**config.mk**
```make
export PLATFORM = sky130hd
export DESIGN_NAME = wb_port_select
export DESIGN_NICKNAME = d
export VERILOG_FILES = /design/src/vgpr_geom_pkg.sv /design/src/vgpr_port_pkg.sv /design/src/wb_port_select.sv
export SDC_FILE = /design/constraint.sdc
export NUM_CORES = 1
export LEC_CHECK = 0
export ABC_AREA = 1
export ABC_CLOCK_PERIOD_IN_PS = 1100
export BUFFER_PORTS_ARGS = -buffer_cell sky130_fd_sc_hd__buf_2
export CAP_MARGIN = 15
export CORE_AREA = 4 4 41 43
export DETAILED_ROUTE_END_ITERATION = 12
export DIE_AREA = 0 0 45 47
export SYNTH_ARGS = -nofsm -noshare
export SYNTH_HDL_FRONTEND = slang
export SYNTH_SLANG_ARGS = --single-unit
```
**constraint.sdc**
```tcl
create_clock -name clk -period 1.1 [get_ports clk]
set_input_delay 0.22 -clock clk [delete_from_list [all_inputs] [get_ports clk]]
set_output_delay 0.22 -clock clk [all_outputs]
set_load 0.05 [all_outputs]
```
**src/vgpr_geom_pkg.sv**
```systemverilog
package vgpr_geom_pkg;

  // ##################################################
  // Register file geometry
  // ##################################################

  localparam int lane_count     = 4;                     // Lanes per register
  localparam int lane_width     = 32;                    // Bits per lane
  localparam int reg_count      = 64;                    // Registers in the file
  localparam int regs_per_write = 2;                     // Registers one write can cover
  localparam int addr_width     = $clog2(reg_count);     // Register address bits

  // ##################################################
  // Vector types
  // ##################################################

  typedef logic [addr_width-1:0]           vgpr_addr_t;  // Register address
  typedef logic [lane_count-1:0]           lane_mask_t;  // One bit per lane
  typedef logic [regs_per_write-1:0]       reg_en_t;     // Bit i writes base + i

  // One register with lane 0 in the low bits
  typedef logic [lane_count*lane_width-1:0] vreg_t;

  // Data for two registers; the base register sits in the low half
  typedef logic [regs_per_write*$bits(vreg_t)-1:0] wr_data_t;

endpackage

```
**src/vgpr_port_pkg.sv**
```systemverilog
package vgpr_port_pkg;

  // ##################################################
  // Write port fan-in
  // ##################################################

  localparam int port_count = 9;                         // Functional units with a write port

  typedef logic [port_count-1:0] port_sel_t;             // One-hot with bit p selecting port p

  // Per-port bundles indexed by port number
  typedef vgpr_geom_pkg::reg_en_t    [port_count-1:0] port_en_arr_t;
  typedef vgpr_geom_pkg::lane_mask_t [port_count-1:0] port_mask_arr_t;
  typedef vgpr_geom_pkg::vgpr_addr_t [port_count-1:0] port_addr_arr_t;
  typedef vgpr_geom_pkg::wr_data_t   [port_count-1:0] port_data_arr_t;

endpackage

```
**src/wb_port_select.sv**
```systemverilog
`timescale 1ns/1ns

module wb_port_select (
  input  logic                       clk,
  input  logic                       rst_n,
  input  vgpr_port_pkg::port_en_arr_t port_wr_en,
  output vgpr_port_pkg::port_sel_t    port_sel,
  output logic                       collision
);

  import vgpr_port_pkg::*;

  port_sel_t req;                                        // One request bit per port
  logic      multi_req;                                  // Two or more ports at once
  logic      collision_q;

  // ##################################################
  // Request reduction and priority pick
  // ##################################################

  always_comb
  begin
    for (int p = 0; p < port_count; p++)
    begin
      req[p] = |port_wr_en[p];                           // Either register enable counts
    end
  end

  // Two's complement isolates the lowest set bit, so port 0 has top priority
  assign port_sel = req & (~req + 1'b1);

  // Clearing the lowest bit leaves something only when a second request exists
  assign multi_req = |(req & (req - 1'b1));

  // ##################################################
  // Sticky collision flag
  // ##################################################

  always_ff @(posedge clk)
  begin
    if (!rst_n)
    begin
      collision_q <= 1'b0;
    end
    else if (multi_req)
    begin
      collision_q <= 1'b1;                               // Held until the next reset
    end
  end

  assign collision = collision_q;

endmodule

```
==> summary.md, run 1 <==
| Metric | Value |
|---|---|
| Outcome | `finished, violations left` |
| Relative max-transition margin | `83.52%` |
| Number of cell instances on the worst register-to-register path | `6` |
| Routability congestion estimate | `0.7689` |
| Number of diodes added for antenna fixing | `0` |
| Initial standard-cell utilization of the core | `26.83%` |
| Via count of the first global-routing pass | `438` |
| Sum of overflow across all layers after global routing | `0` |
| Post-route worst setup slack | `-0.1614 ns` |
| Peak Freq | `792.8 MHz` |
| CTS clk-pin slew, worst paths | `0 ns` |
| Cell variety after synth | `13` |
| Number of hold violations in the final report | `0` |
| Failing checks | `negative setup slack` |
| Std cell rows | `13` |
| Die width | `45 µm` |
| Detailed-route vias per instance | `4.120` |
| Endpoint of the worst-slack reg-to-reg timing path | `collision` |
| Worst-path cell with the longest stage delay | `nor2_8` |
| Reg2Reg Launch Point | `collision` |
| Fraction of layout cells with a size suffix above 1 | `61.82%` |
| Transition time at the pin with the least slew margin | `0.2489 ns` |
| Power density over the cells | `308.7 nW/µm²` |
| Setup slack after placement | `-0.2753 ns` |
| Largest area contributor in the synthesized netlist | `nand2_1` |
| Post-DP HPWL | `877.7 µm` |
| Chip Height | `47 µm` |
| Top delay family on crit path | `simple AND/OR/NAND/NOR gates` |
| Maximum capacitance violations | `0` |
| Via count of the routed design | `515` |
| Source-to-sink clock delay at the later pin of the worst-skew pair | `0 ns` |
| Maximum fanout along the worst path | `4` |
| Hold path start | `rst_n` |
| Number of antenna violations at the first check in global routing | `0` |
| Floorplan die area | `2115 µm²` |
| Number of cells on the worst hold path | `3` |
| Input/output buffers | `29` |
| Fin Clk Skew | `0 ns` |
| Iter 0 DRT Violations | `1` |
| Post-synthesis net count | `91` |
| Final wirelength | `1153 µm` |
| Mean cell area of the mapped netlist | `4.917 µm²` |
| Hold Worst Slack | `0.4381 ns` |
| Path type of the worst min-delay path | `in2reg` |
| CP Launch Type | `primary input` |
| IR drop worst, VDD | `0.1176 mV` |
| Final core area utilization | `62.60%` |
| CP dominant cell by count | `nand2_4` |
| Crit path kind | `in2out` |
| Top-area cell type share of the netlist area | `23.66%` |
| Worst reg-to-reg setup slack | `0.28 ns` |
| Synth warn | `0` |
| Instance count of the mapped netlist | `71` |
| Flip-flop count of the largest register, all copies and words added | `1` |
| Req. time, crit path | `0.88 ns` |
| Worst path cell trace | `buf_8 > nor2_4 > nand2_4 > nor2_8 > nand2_4 > a21oi_4 > buf_6` |
| Endpoint type of the worst setup path | `output port` |
| Share of synthesized area occupied by flip-flops and latches | `5.735%` |
| Cell area after synthesis | `349.1 µm²` |
| First-pass GRT wire length | `1883 µm` |
| Number of fill cells in the layout | `132` |
| Final antenna-violating net count | `0` |
| Data arrival, critical path | `1.04 ns` |
| Number of failing setup endpoints in the final timing report | `8` |
| Synth top area cells | `nand2_1 (24%), inv_1 (20%), nor2_1 (14%)` |
| Post-layout min period | `1.261 ns` |
| Final Max Slew Viols | `0` |
| Fin nets | `132` |
| Portion of the clock cycle consumed by the worst path in the final layout | `114.7%` |
| DP Cell Count | `121` |
| Worst hold path endpoint | `collision` |
| P_leak | `0.0004942 µW` |
| Pin count of the biggest net entering global routing | `5` |
| Drc violations | `0` |
| Longest individual stage delay on the worst path | `0.16 ns` |
| Register bit count reported by yosys | `1` |
| 1st-pass router iterations | `2` |
| Setup repair after global routing missed its margin | `true` |
| Final std cells w/o fill | `125` |
| Drt wl/cell | `9.224 µm` |
| Synth-to-layout area growth | `133.3%` |
| Global-route usage over all layers | `11.57%` |
| Number of ports placed on the die boundary | `30` |
| Core Region | `1301 µm²` |
| Total buffers and inverters traversed by the critical path | `2` |
worst max-delay path by stage:
stage	startpoint	to	slack, ns	cells past startpoint
after floorplan	port_wr_en[6]	port_sel[8]	-0.1	5
after global placement	port_wr_en[6]	port_sel[8]	-0.27	7
after detailed placement	port_wr_en[6]	port_sel[8]	-0.28	7
after CTS	port_wr_en[2]	port_sel[8]	-0.16	7
after global routing	port_wr_en[15]	port_sel[8]	-0.20	7
final	port_wr_en[3]	port_sel[8]	-0.16	7
placed cells by master (no fill, tap or decap):
| cell type | n |
|---|---|
| nand3_1 | 1 |
| inv_2 | 1 |
| nor2_1 | 2 |
| nor3_4 | 1 |
| inv_1 | 19 |
| nand2_4 | 4 |
| nor2_2 | 3 |
| buf_6 | 9 |
| a21oi_1 | 1 |
| nor2_4 | 14 |
| buf_4 | 10 |
| nand2_1 | 18 |
| buf_2 | 16 |
| nand2_2 | 4 |
| buf_8 | 4 |
| dfxtp_1 | 1 |
| a21oi_4 | 1 |
| nor2_8 | 1 |
cell families (layout without fill, tap and decap cells):
group                  Yosys count  after routing  synth area share (%)
buffers and inverters           20             59                 21.50
AND/OR/NAND/NOR                 48             48                 69.89
AO/OA/AOI/OAI                    2              2                 2.867
flip-flops                       1              1                 5.735
report_power, final:
| part | switching [µW] | internal (µW) | total, µW | leakage (µW) |
|---|---|---|---|---|
| combinational | 116 | 95.1 | 211 | 0.000486 |
| clock | 0 | 0 | 0 | 0 |
| sequential | 1.01 | 39.0 | 40.0 | 0.00000844 |
| total | 117 | 134 | 251 | 0.000494 |
synth_stat cells:
library cell and n:
nand2_1 22, inv_1 19, nor2_1 13, nand2_2 3, nor2_2 3, nor2_4 3, a21oi_1 2, dfxtp_1 1
inv_2 1, nand2_4 1, nand3_1 1, nor2_8 1, nor3_1 1
stage by stage:
stage	power, µW	TNS, ns	instance area (µm²)
finish	251.4	-1.000	814.5
global route	272.1	-1.360	814.5
detailed placement	223.0	-1.805	670.6
CTS	238.6	-1.004	759.5
global placement	220.3	-1.737	670.6
floorplan	143.0	-0.3640	461.7
worst reg2reg max path, stage by stage (launching register included):
cell	delay, ns
dfxtp_1	0.29
inv_1	0.05
nand3_1	0.07
nor2_1	0.08
nand2_1	0.06
nor2_2	0.09
a21oi_1	0.06
repair_timing:
item	4_1_cts	5_1_grt
gates resized for setup	21	12
hold endpoints to repair	0	0
cloned	0	0
endpoints found under the setup margin	8	8
hold buffers	0	0
buffers inserted	2	2
pin swaps	9	5
per-layer routing:
metal	routed length (µm)	GRT usage, %
met4	0	0
met1	382	12.84
met5	0	0
met2	694	24.29
met3	76	1.533
layout make-up:
class	count	area, µm²	area share, %
Multi-Input combinational cell	50	384.1	47.16
Timing Repair Buffer	39	316.6	38.86
Inverter	20	75.07	9.217
Sequential cell	1	20.02	2.458
Tap cell	15	18.77	2.304
Power figures use the tool's default switching activity.
==> run 2: changes to the inputs <==
- ABC_CLOCK_PERIOD_IN_PS: 1100 -> 1240
- clock period: 1.1 -> 1.24 ns (I/O delays scaled with it)
==> run 2 against run 1 <==
The run still ends with negative setup slack left. Via count shrank 2.9%. Largest cell class unchanged. Global-route usage shrank 0.79 points. Sequential power shrank 11%. Power shrank 12%. Critical path depth is the same. Sequential share of layout area is essentially flat.
==> summary.md, run 2 (same netlist as run 1, synthesis figures left out) <==
| Metric | Value |
|---|---|
| Outcome | `finished, violations left` |
| Failing checks | `negative setup slack` |
| Relative max-transition margin | `83.57% (about the same)` |
| Std cell rows | `13 (unchanged)` |
| IR drop worst, VDD | `0.1223 mV (+4.0%)` |
| Number of fill cells in the layout | `123 (-6.8%)` |
| P_leak | `0.0004844 µW (-2.0%)` |
| Sum of overflow across all layers after global routing | `0 (unchanged)` |
| Source-to-sink clock delay at the later pin of the worst-skew pair | `0 ns (unchanged)` |
| Path type of the worst min-delay path | `in2reg` |
| Commonest non-fill, non-tap cells in the layout | `nand2_1 (20), inv_1 (19), buf_2 (15)` |
| Post-DP HPWL | `874.8 µm (-0.33%)` |
| Transition time at the pin with the least slew margin | `0.2482 ns (-0.0006988 ns)` |
| Number of diodes added for antenna fixing | `0 (unchanged)` |
| First-pass GRT wire length | `1821 µm (-3.3%)` |
| Pin count of the biggest net entering global routing | `5 (unchanged)` |
| CP Launch Type | `primary input` |
| Fraction of power spent switching nets | `45.71% (-0.93 points)` |
| Sequential Power Share | `16.1% (+0.2 points)` |
| Core Region | `1301 µm² (unchanged)` |
| Portion of the clock cycle consumed by the worst path in the final layout | `106.8%` |
| Commonest non-fill, non-tap cell in the layout | `nand2_1` |
| DP Cell Count | `120 (-0.83%)` |
| Maximum fanout along the worst path | `4 (unchanged)` |
| Setup TNS | `-0.2336 ns (+0.7664 ns)` |
| Synth-to-layout area growth | `131.5%` |
| Floorplan die area | `2115 µm² (unchanged)` |
| Final Max Slew Viols | `0 (unchanged)` |
| Detailed-route vias per instance | `4.000 (-2.9%)` |
| Fin nets | `132 (unchanged)` |
| Area of all placed cells without fillers | `808.3 µm² (-0.77%)` |
| Drt wl/cell | `8.416 µm (-8.8%)` |
| Post-placement cell area | `649.4 µm² (-3.2%)` |
| Post-route worst setup slack | `-0.08462 ns (+0.07677 ns)` |
| Number of antenna violations at the first check in global routing | `0 (unchanged)` |
| Flip-flop count of the largest register, all copies and words added | `1 (unchanged)` |
| Power density over the cells | `272.6 nW/µm² (-12%)` |
| 1st-pass router iterations | `2 (unchanged)` |
| Comb pwr share | `83.9% (-0.2 points)` |
| Fin Clk Skew | `0 ns (unchanged)` |
| Data arrival, critical path | `1.08 ns (+0.04 ns)` |
| Via count of the routed design | `500 (-2.9%)` |
| Maximum capacitance violations | `0 (unchanged)` |
| Setup repair after global routing missed its margin | `true` |
| Peak Freq | `754.9 MHz` |
| Routability congestion estimate | `0.7098 (-7.7%)` |
| Fraction of layout cells with a size suffix above 1 | `59.09% (-2.7 points)` |
| Initial standard-cell utilization of the core | `26.83% (unchanged)` |
| Number of failing setup endpoints in the final timing report | `6 (-2)` |
| Req. time, crit path | `0.99 ns (+0.11 ns)` |
| Input/output buffers | `29 (unchanged)` |
| Post-layout min period | `1.325 ns` |
| Internal power | `119.6 µW (-11%)` |
| Final antenna-violating net count | `0 (unchanged)` |
| Final std cells w/o fill | `125 (unchanged)` |
| Drc violations | `0 (unchanged)` |
| Endpoint type of the worst setup path | `output port` |
| Die width | `45 µm (unchanged)` |
| Via count of the first global-routing pass | `474 (+8.2%)` |
| Final wirelength | `1052 µm (-8.8%)` |
| Post-cts hold buffer count | `0 (unchanged)` |
| Net switching power figure | `100.7 µW (-14%)` |
| Crit path kind | `in2out` |
| Number of hold violations in the final report | `0 (unchanged)` |
| Iter 0 DRT Violations | `1 (unchanged)` |
| Clock power frac | `0% (unchanged)` |
| Global-route usage over all layers | `10.79% (-0.79 points)` |
| Chip Height | `47 µm (unchanged)` |
| CTS clk-pin slew, worst paths | `0 ns (unchanged)` |
| Number of ports placed on the die boundary | `30 (unchanged)` |
## run 2: cell counts in the layout (fill, tap and decap cells not counted)
Identical to the previous run, type by type.
## run 2: final timing paths
| kind | startpoint | to | slack (ns) | cells past startpoint |
|---|---|---|---|---|
| min reg2reg | collision | collision | 0.71 | 6 |
| min | rst_n | collision | 0.47 | 3 |
| max | port_wr_en[10] | port_sel[8] | -0.08 | 7 |
| max reg2reg | collision | collision | 0.40 | 6 |
## run 2: critical path, stage by stage
cell and delay (ns):
buf_6 0.10, nor2_4 0.15, nand2_2 0.10, nor2_4 0.13
nand2_4 0.06, a21oi_4 0.12, buf_6 0.17
## run 2: power by group through the flow
stage | clock [µW] | sequential [µW] | combinational, µW
3_5_place_dp | 0 | 35.6 | 155
6_report | 0 | 35.5 | 185
3_3_place_gp | 0 | 35.4 | 153
4_1_cts | 0 | 35.6 | 178
5_1_grt | 0 | 35.8 | 203
2_1_floorplan | 0 | 41.5 | 81.8
## run 2: layout make-up
cell class,count,area [µm²],share of cell area (%)
inverter,20,75.07,9.288
multi-input combinational,50,371.6,45.98
sequential,1,20.02,2.477
tap,15,18.77,2.322
timing repair buffer,39,322.8,39.94
## run 2: routing by layer
metal	up-vias	part of all wire [%]	global-route usage, %
met5	-	0	0
met4	0	0	0
met3	0	8.7	0.7663
met2	16	59	21.75
met1	208	32	13.06
li1	276	-	-
## run 2: stage by stage
step | worst slack [ns] | util [%] | hold WS (ns) | total power (µW)
detailed placement | -0.1949 | 49.90 | 0.4685 | 190.2
CTS | -0.06830 | 59.13 | 0.4677 | 213.5
finish | -0.08462 | 62.12 | 0.4663 | 220.4
global placement | -0.1961 | 49.90 | 0.4700 | 188.5
global route | -0.1343 | 62.12 | 0.4887 | 238.9
floorplan | -0.1233 | - | 0.3572 | 123.2
## run 2: repair_timing
item	in CTS	in global routing
gates resized for setup	24	6
pin swaps	17	2
endpoints found under the setup margin	8	8
buffers inserted	3	2
==> run 3: changes to the inputs <==
- ABC_AREA: 1 -> default
==> run 3 against run 2 <==
The run still ends with negative setup slack left. Critical path depth down 1. Via count down 12%. Routed wire length up 4.8%. Clock skew unchanged. Synthesized cell count down 48%. Area after synthesis down 36%. Utilization down 5.6 points. Final cell count down 25%. Design area down 9.0%. Critical endpoint is now port_sel[7]. Largest power group unchanged.
==> summary.md, run 3 <==
| Metric | Value |
|---|---|
| Fin Clk Skew | `0 ns (unchanged)` |
| Maximum fanout along the worst path | `2 (-2)` |
| Number of failing setup endpoints in the final timing report | `7 (+1)` |
| Detailed-route vias per instance | `4.670 (+17%)` |
| Std cell rows | `13 (unchanged)` |
| Total power consumption of the routed design | `219.9 µW (-0.22%)` |
| Mean cell area of the mapped netlist | `6.019 µm² (+22%)` |
| Final core area utilization | `56.54% (-5.6 points)` |
| Failing checks | `negative setup slack` |
| Initial standard-cell utilization of the core | `17.12% (-9.7 points)` |
| Input/output buffers | `29 (unchanged)` |
| Post-placement cell area | `551.8 µm² (-15%)` |
| First-pass GRT wire length | `1952 µm (+7.2%)` |
| 1st-pass router iterations | `2 (unchanged)` |
| Fin nets | `101 (-23%)` |
| Via count of the routed design | `439 (-12%)` |
| Synth warn | `0 (unchanged)` |
| Outcome | `finished, violations left` |
| Data arrival, critical path | `1.31 ns (+0.23 ns)` |
| Final Max Slew Viols | `0 (unchanged)` |
| Number of ports placed on the die boundary | `30 (unchanged)` |
| IR drop worst, VDD | `0.2110 mV (+73%)` |
| Register bit count reported by yosys | `1 (unchanged)` |
| Cell area after synthesis | `222.7 µm² (-36%)` |
| Via count of the first global-routing pass | `490 (+3.4%)` |
| Instance count of the mapped netlist | `37 (-48%)` |
| Post-route worst setup slack | `-0.3189 ns (-0.2343 ns)` |
| CP Launch Type | `primary input` |
| Share of async-settable or async-resettable flops after synthesis | `0% (unchanged)` |
| Iter 0 DRT Violations | `4 (+3)` |
| Synth top area cells | `nor2_1 (25%), nor4_2 (11%), dfxtp_1 (9.0%)` |
| Most numerous cell in the Yosys netlist | `nor2_1` |
| Final wirelength | `1103 µm (+4.8%)` |
| Req. time, crit path | `0.99 ns (about the same)` |
| Global-route usage over all layers | `11.74% (+0.95 points)` |
| Final antenna-violating net count | `0 (unchanged)` |
| Commonest non-fill, non-tap cells in the layout | `buf_2 (17), buf_6 (11), buf_4 (11)` |
| Number of fill cells in the layout | `119 (-3.3%)` |
| Endpoint type of the worst setup path | `output port` |
| Chip Height | `47 µm (unchanged)` |
| Cell variety after synth | `17 (+4)` |
| Path type of the worst min-delay path | `in2reg` |
| Number of cell instances on the worst register-to-register path | `2 (-4)` |
| Relative max-transition margin | `78.79% (-4.8 points)` |
| Primary flip-flop cell chosen by synthesis mapping | `dfxtp_1` |
| Post-synth EDFFs | `0 (unchanged)` |
| Flip-flop count of the largest register, all copies and words added | `1 (unchanged)` |
| Number of diodes added for antenna fixing | `0 (unchanged)` |
| Area of all placed cells without fillers | `735.7 µm² (-9.0%)` |
| Post-DP HPWL | `862.7 µm (-1.4%)` |
| Drc violations | `0 (unchanged)` |
| Share of synthesized area occupied by flip-flops and latches | `8.989% (+3.3 points)` |
| Top-area cell type share of the netlist area | `25.28% (+1.6 points)` |
| Core Region | `1301 µm² (unchanged)` |
| Setup slack after placement | `-0.5210 ns (-0.3261 ns)` |
| CTS clk-pin slew, worst paths | `0 ns (unchanged)` |
| Source-to-sink clock delay at the later pin of the worst-skew pair | `0 ns (unchanged)` |
| Post-layout min period | `1.559 ns (+0.2343 ns)` |
| Pin count of the biggest net entering global routing | `5 (unchanged)` |
| Fraction of layout cells with a size suffix above 1 | `78.48% (+19 points)` |
| Floorplan die area | `2115 µm² (unchanged)` |
| Commonest non-fill, non-tap cell in the layout | `buf_2` |
| Crit path kind | `in2out` |
| Peak Freq | `641.5 MHz (-15%)` |
| Post-synthesis net count | `57 (-37%)` |
| Drt wl/cell | `11.73 µm (+39%)` |
| Power density over the cells | `298.9 nW/µm² (+9.6%)` |
| Die width | `45 µm (unchanged)` |
| Largest area contributor in the synthesized netlist | `nor2_1` |
| P_leak | `0.0003161 µW (-35%)` |
| Number of antenna violations at the first check in global routing | `0 (unchanged)` |
| Most frequent cells after synthesis | `nor2_1 (15), nand2_1 (3), nor4_1 (3)` |
| Number of cells on the worst hold path | `3 (unchanged)` |
| Synth-to-layout area growth | `230.3%` |
| Sum of overflow across all layers after global routing | `0 (unchanged)` |
| Number of hold violations in the final report | `0 (unchanged)` |
| Routability congestion estimate | `0.7140 (+0.59%)` |
| Portion of the clock cycle consumed by the worst path in the final layout | `125.7% (+19 points)` |
| Maximum capacitance violations | `0 (unchanged)` |
| Setup repair after global routing missed its margin | `true` |
| Transition time at the pin with the least slew margin | `0.3170 ns (+0.06882 ns)` |
-- run 3: logic make-up (layout without fill, tap and decap cells) --
group	Yosys count	after routing	share of synthesized area (%)
adders and majority gates	1	1	4.495
AOI/OAI and AO/OA	5	5	16.85
DFF	1	1	8.989
and+or+nand+nor	29	29	67.98
buffers and inverters	1	43	1.684
-- run 3: per-stage QoR --
step	hold slack, ns	TNS [ns]	cells
after floorplan	0.4001	-1.419	37
after global placement	0.5457	-2.604	92
after detailed placement	0.5460	-2.613	92
after CTS	0.5346	-1.444	94
after global routing	0.5769	-2.138	94
final	0.5552	-1.541	94
-- run 3: repair_timing --
item | in CTS | in global routing
endpoints found under the setup margin | 10 | 9
hold buffers | 0 | 0
setup buffers | 2 | 0
pin swaps | 8 | 5
resized for setup | 32 | 12
-- run 3: cell type report --
type                       instances  area, µm²  share of cell area (%)
sequential                         1      20.02                   2.721
tap                               15      18.77                   2.551
inverter                           1      6.256                  0.8503
multi-input combinational         35      354.1                   48.13
timing repair buffer              42      336.6                   45.75
-- run 3: final timing paths --
check / to / from / slack [ns]
setup / recovery: port_sel[7] / port_wr_en[0] / -0.32
setup reg to reg: collision / collision / 0.43
hold / removal: collision / rst_n / 0.56
hold reg to reg: collision / collision / 0.62
-- run 3: power breakdown --
group / leakage [µW] / internal (µW) / switching, µW
Combinational: 0.000308 / 83.6 / 99.3
Clock: 0 / 0 / 0
Sequential: 0.00000836 / 34.7 / 2.34
Total: 0.000316 / 118 / 102
-- run 3: metal layers --
layer | global-route usage [%] | wire, µm | up-vias
li1 | - | - | 224
met1 | 12.87 | 352 | 198
met2 | 24.58 | 659 | 17
met3 | 1.149 | 92 | 0
met4 | 1.170 | 0 | 0
met5 | 0 | 0 | -
-- run 3: critical path, stage by stage --
cell and delay (ns):
buf_8 0.10, nor4_4 0.29, nand4_1 0.22, buf_4 0.21, nor2_4 0.10, buf_8 0.15
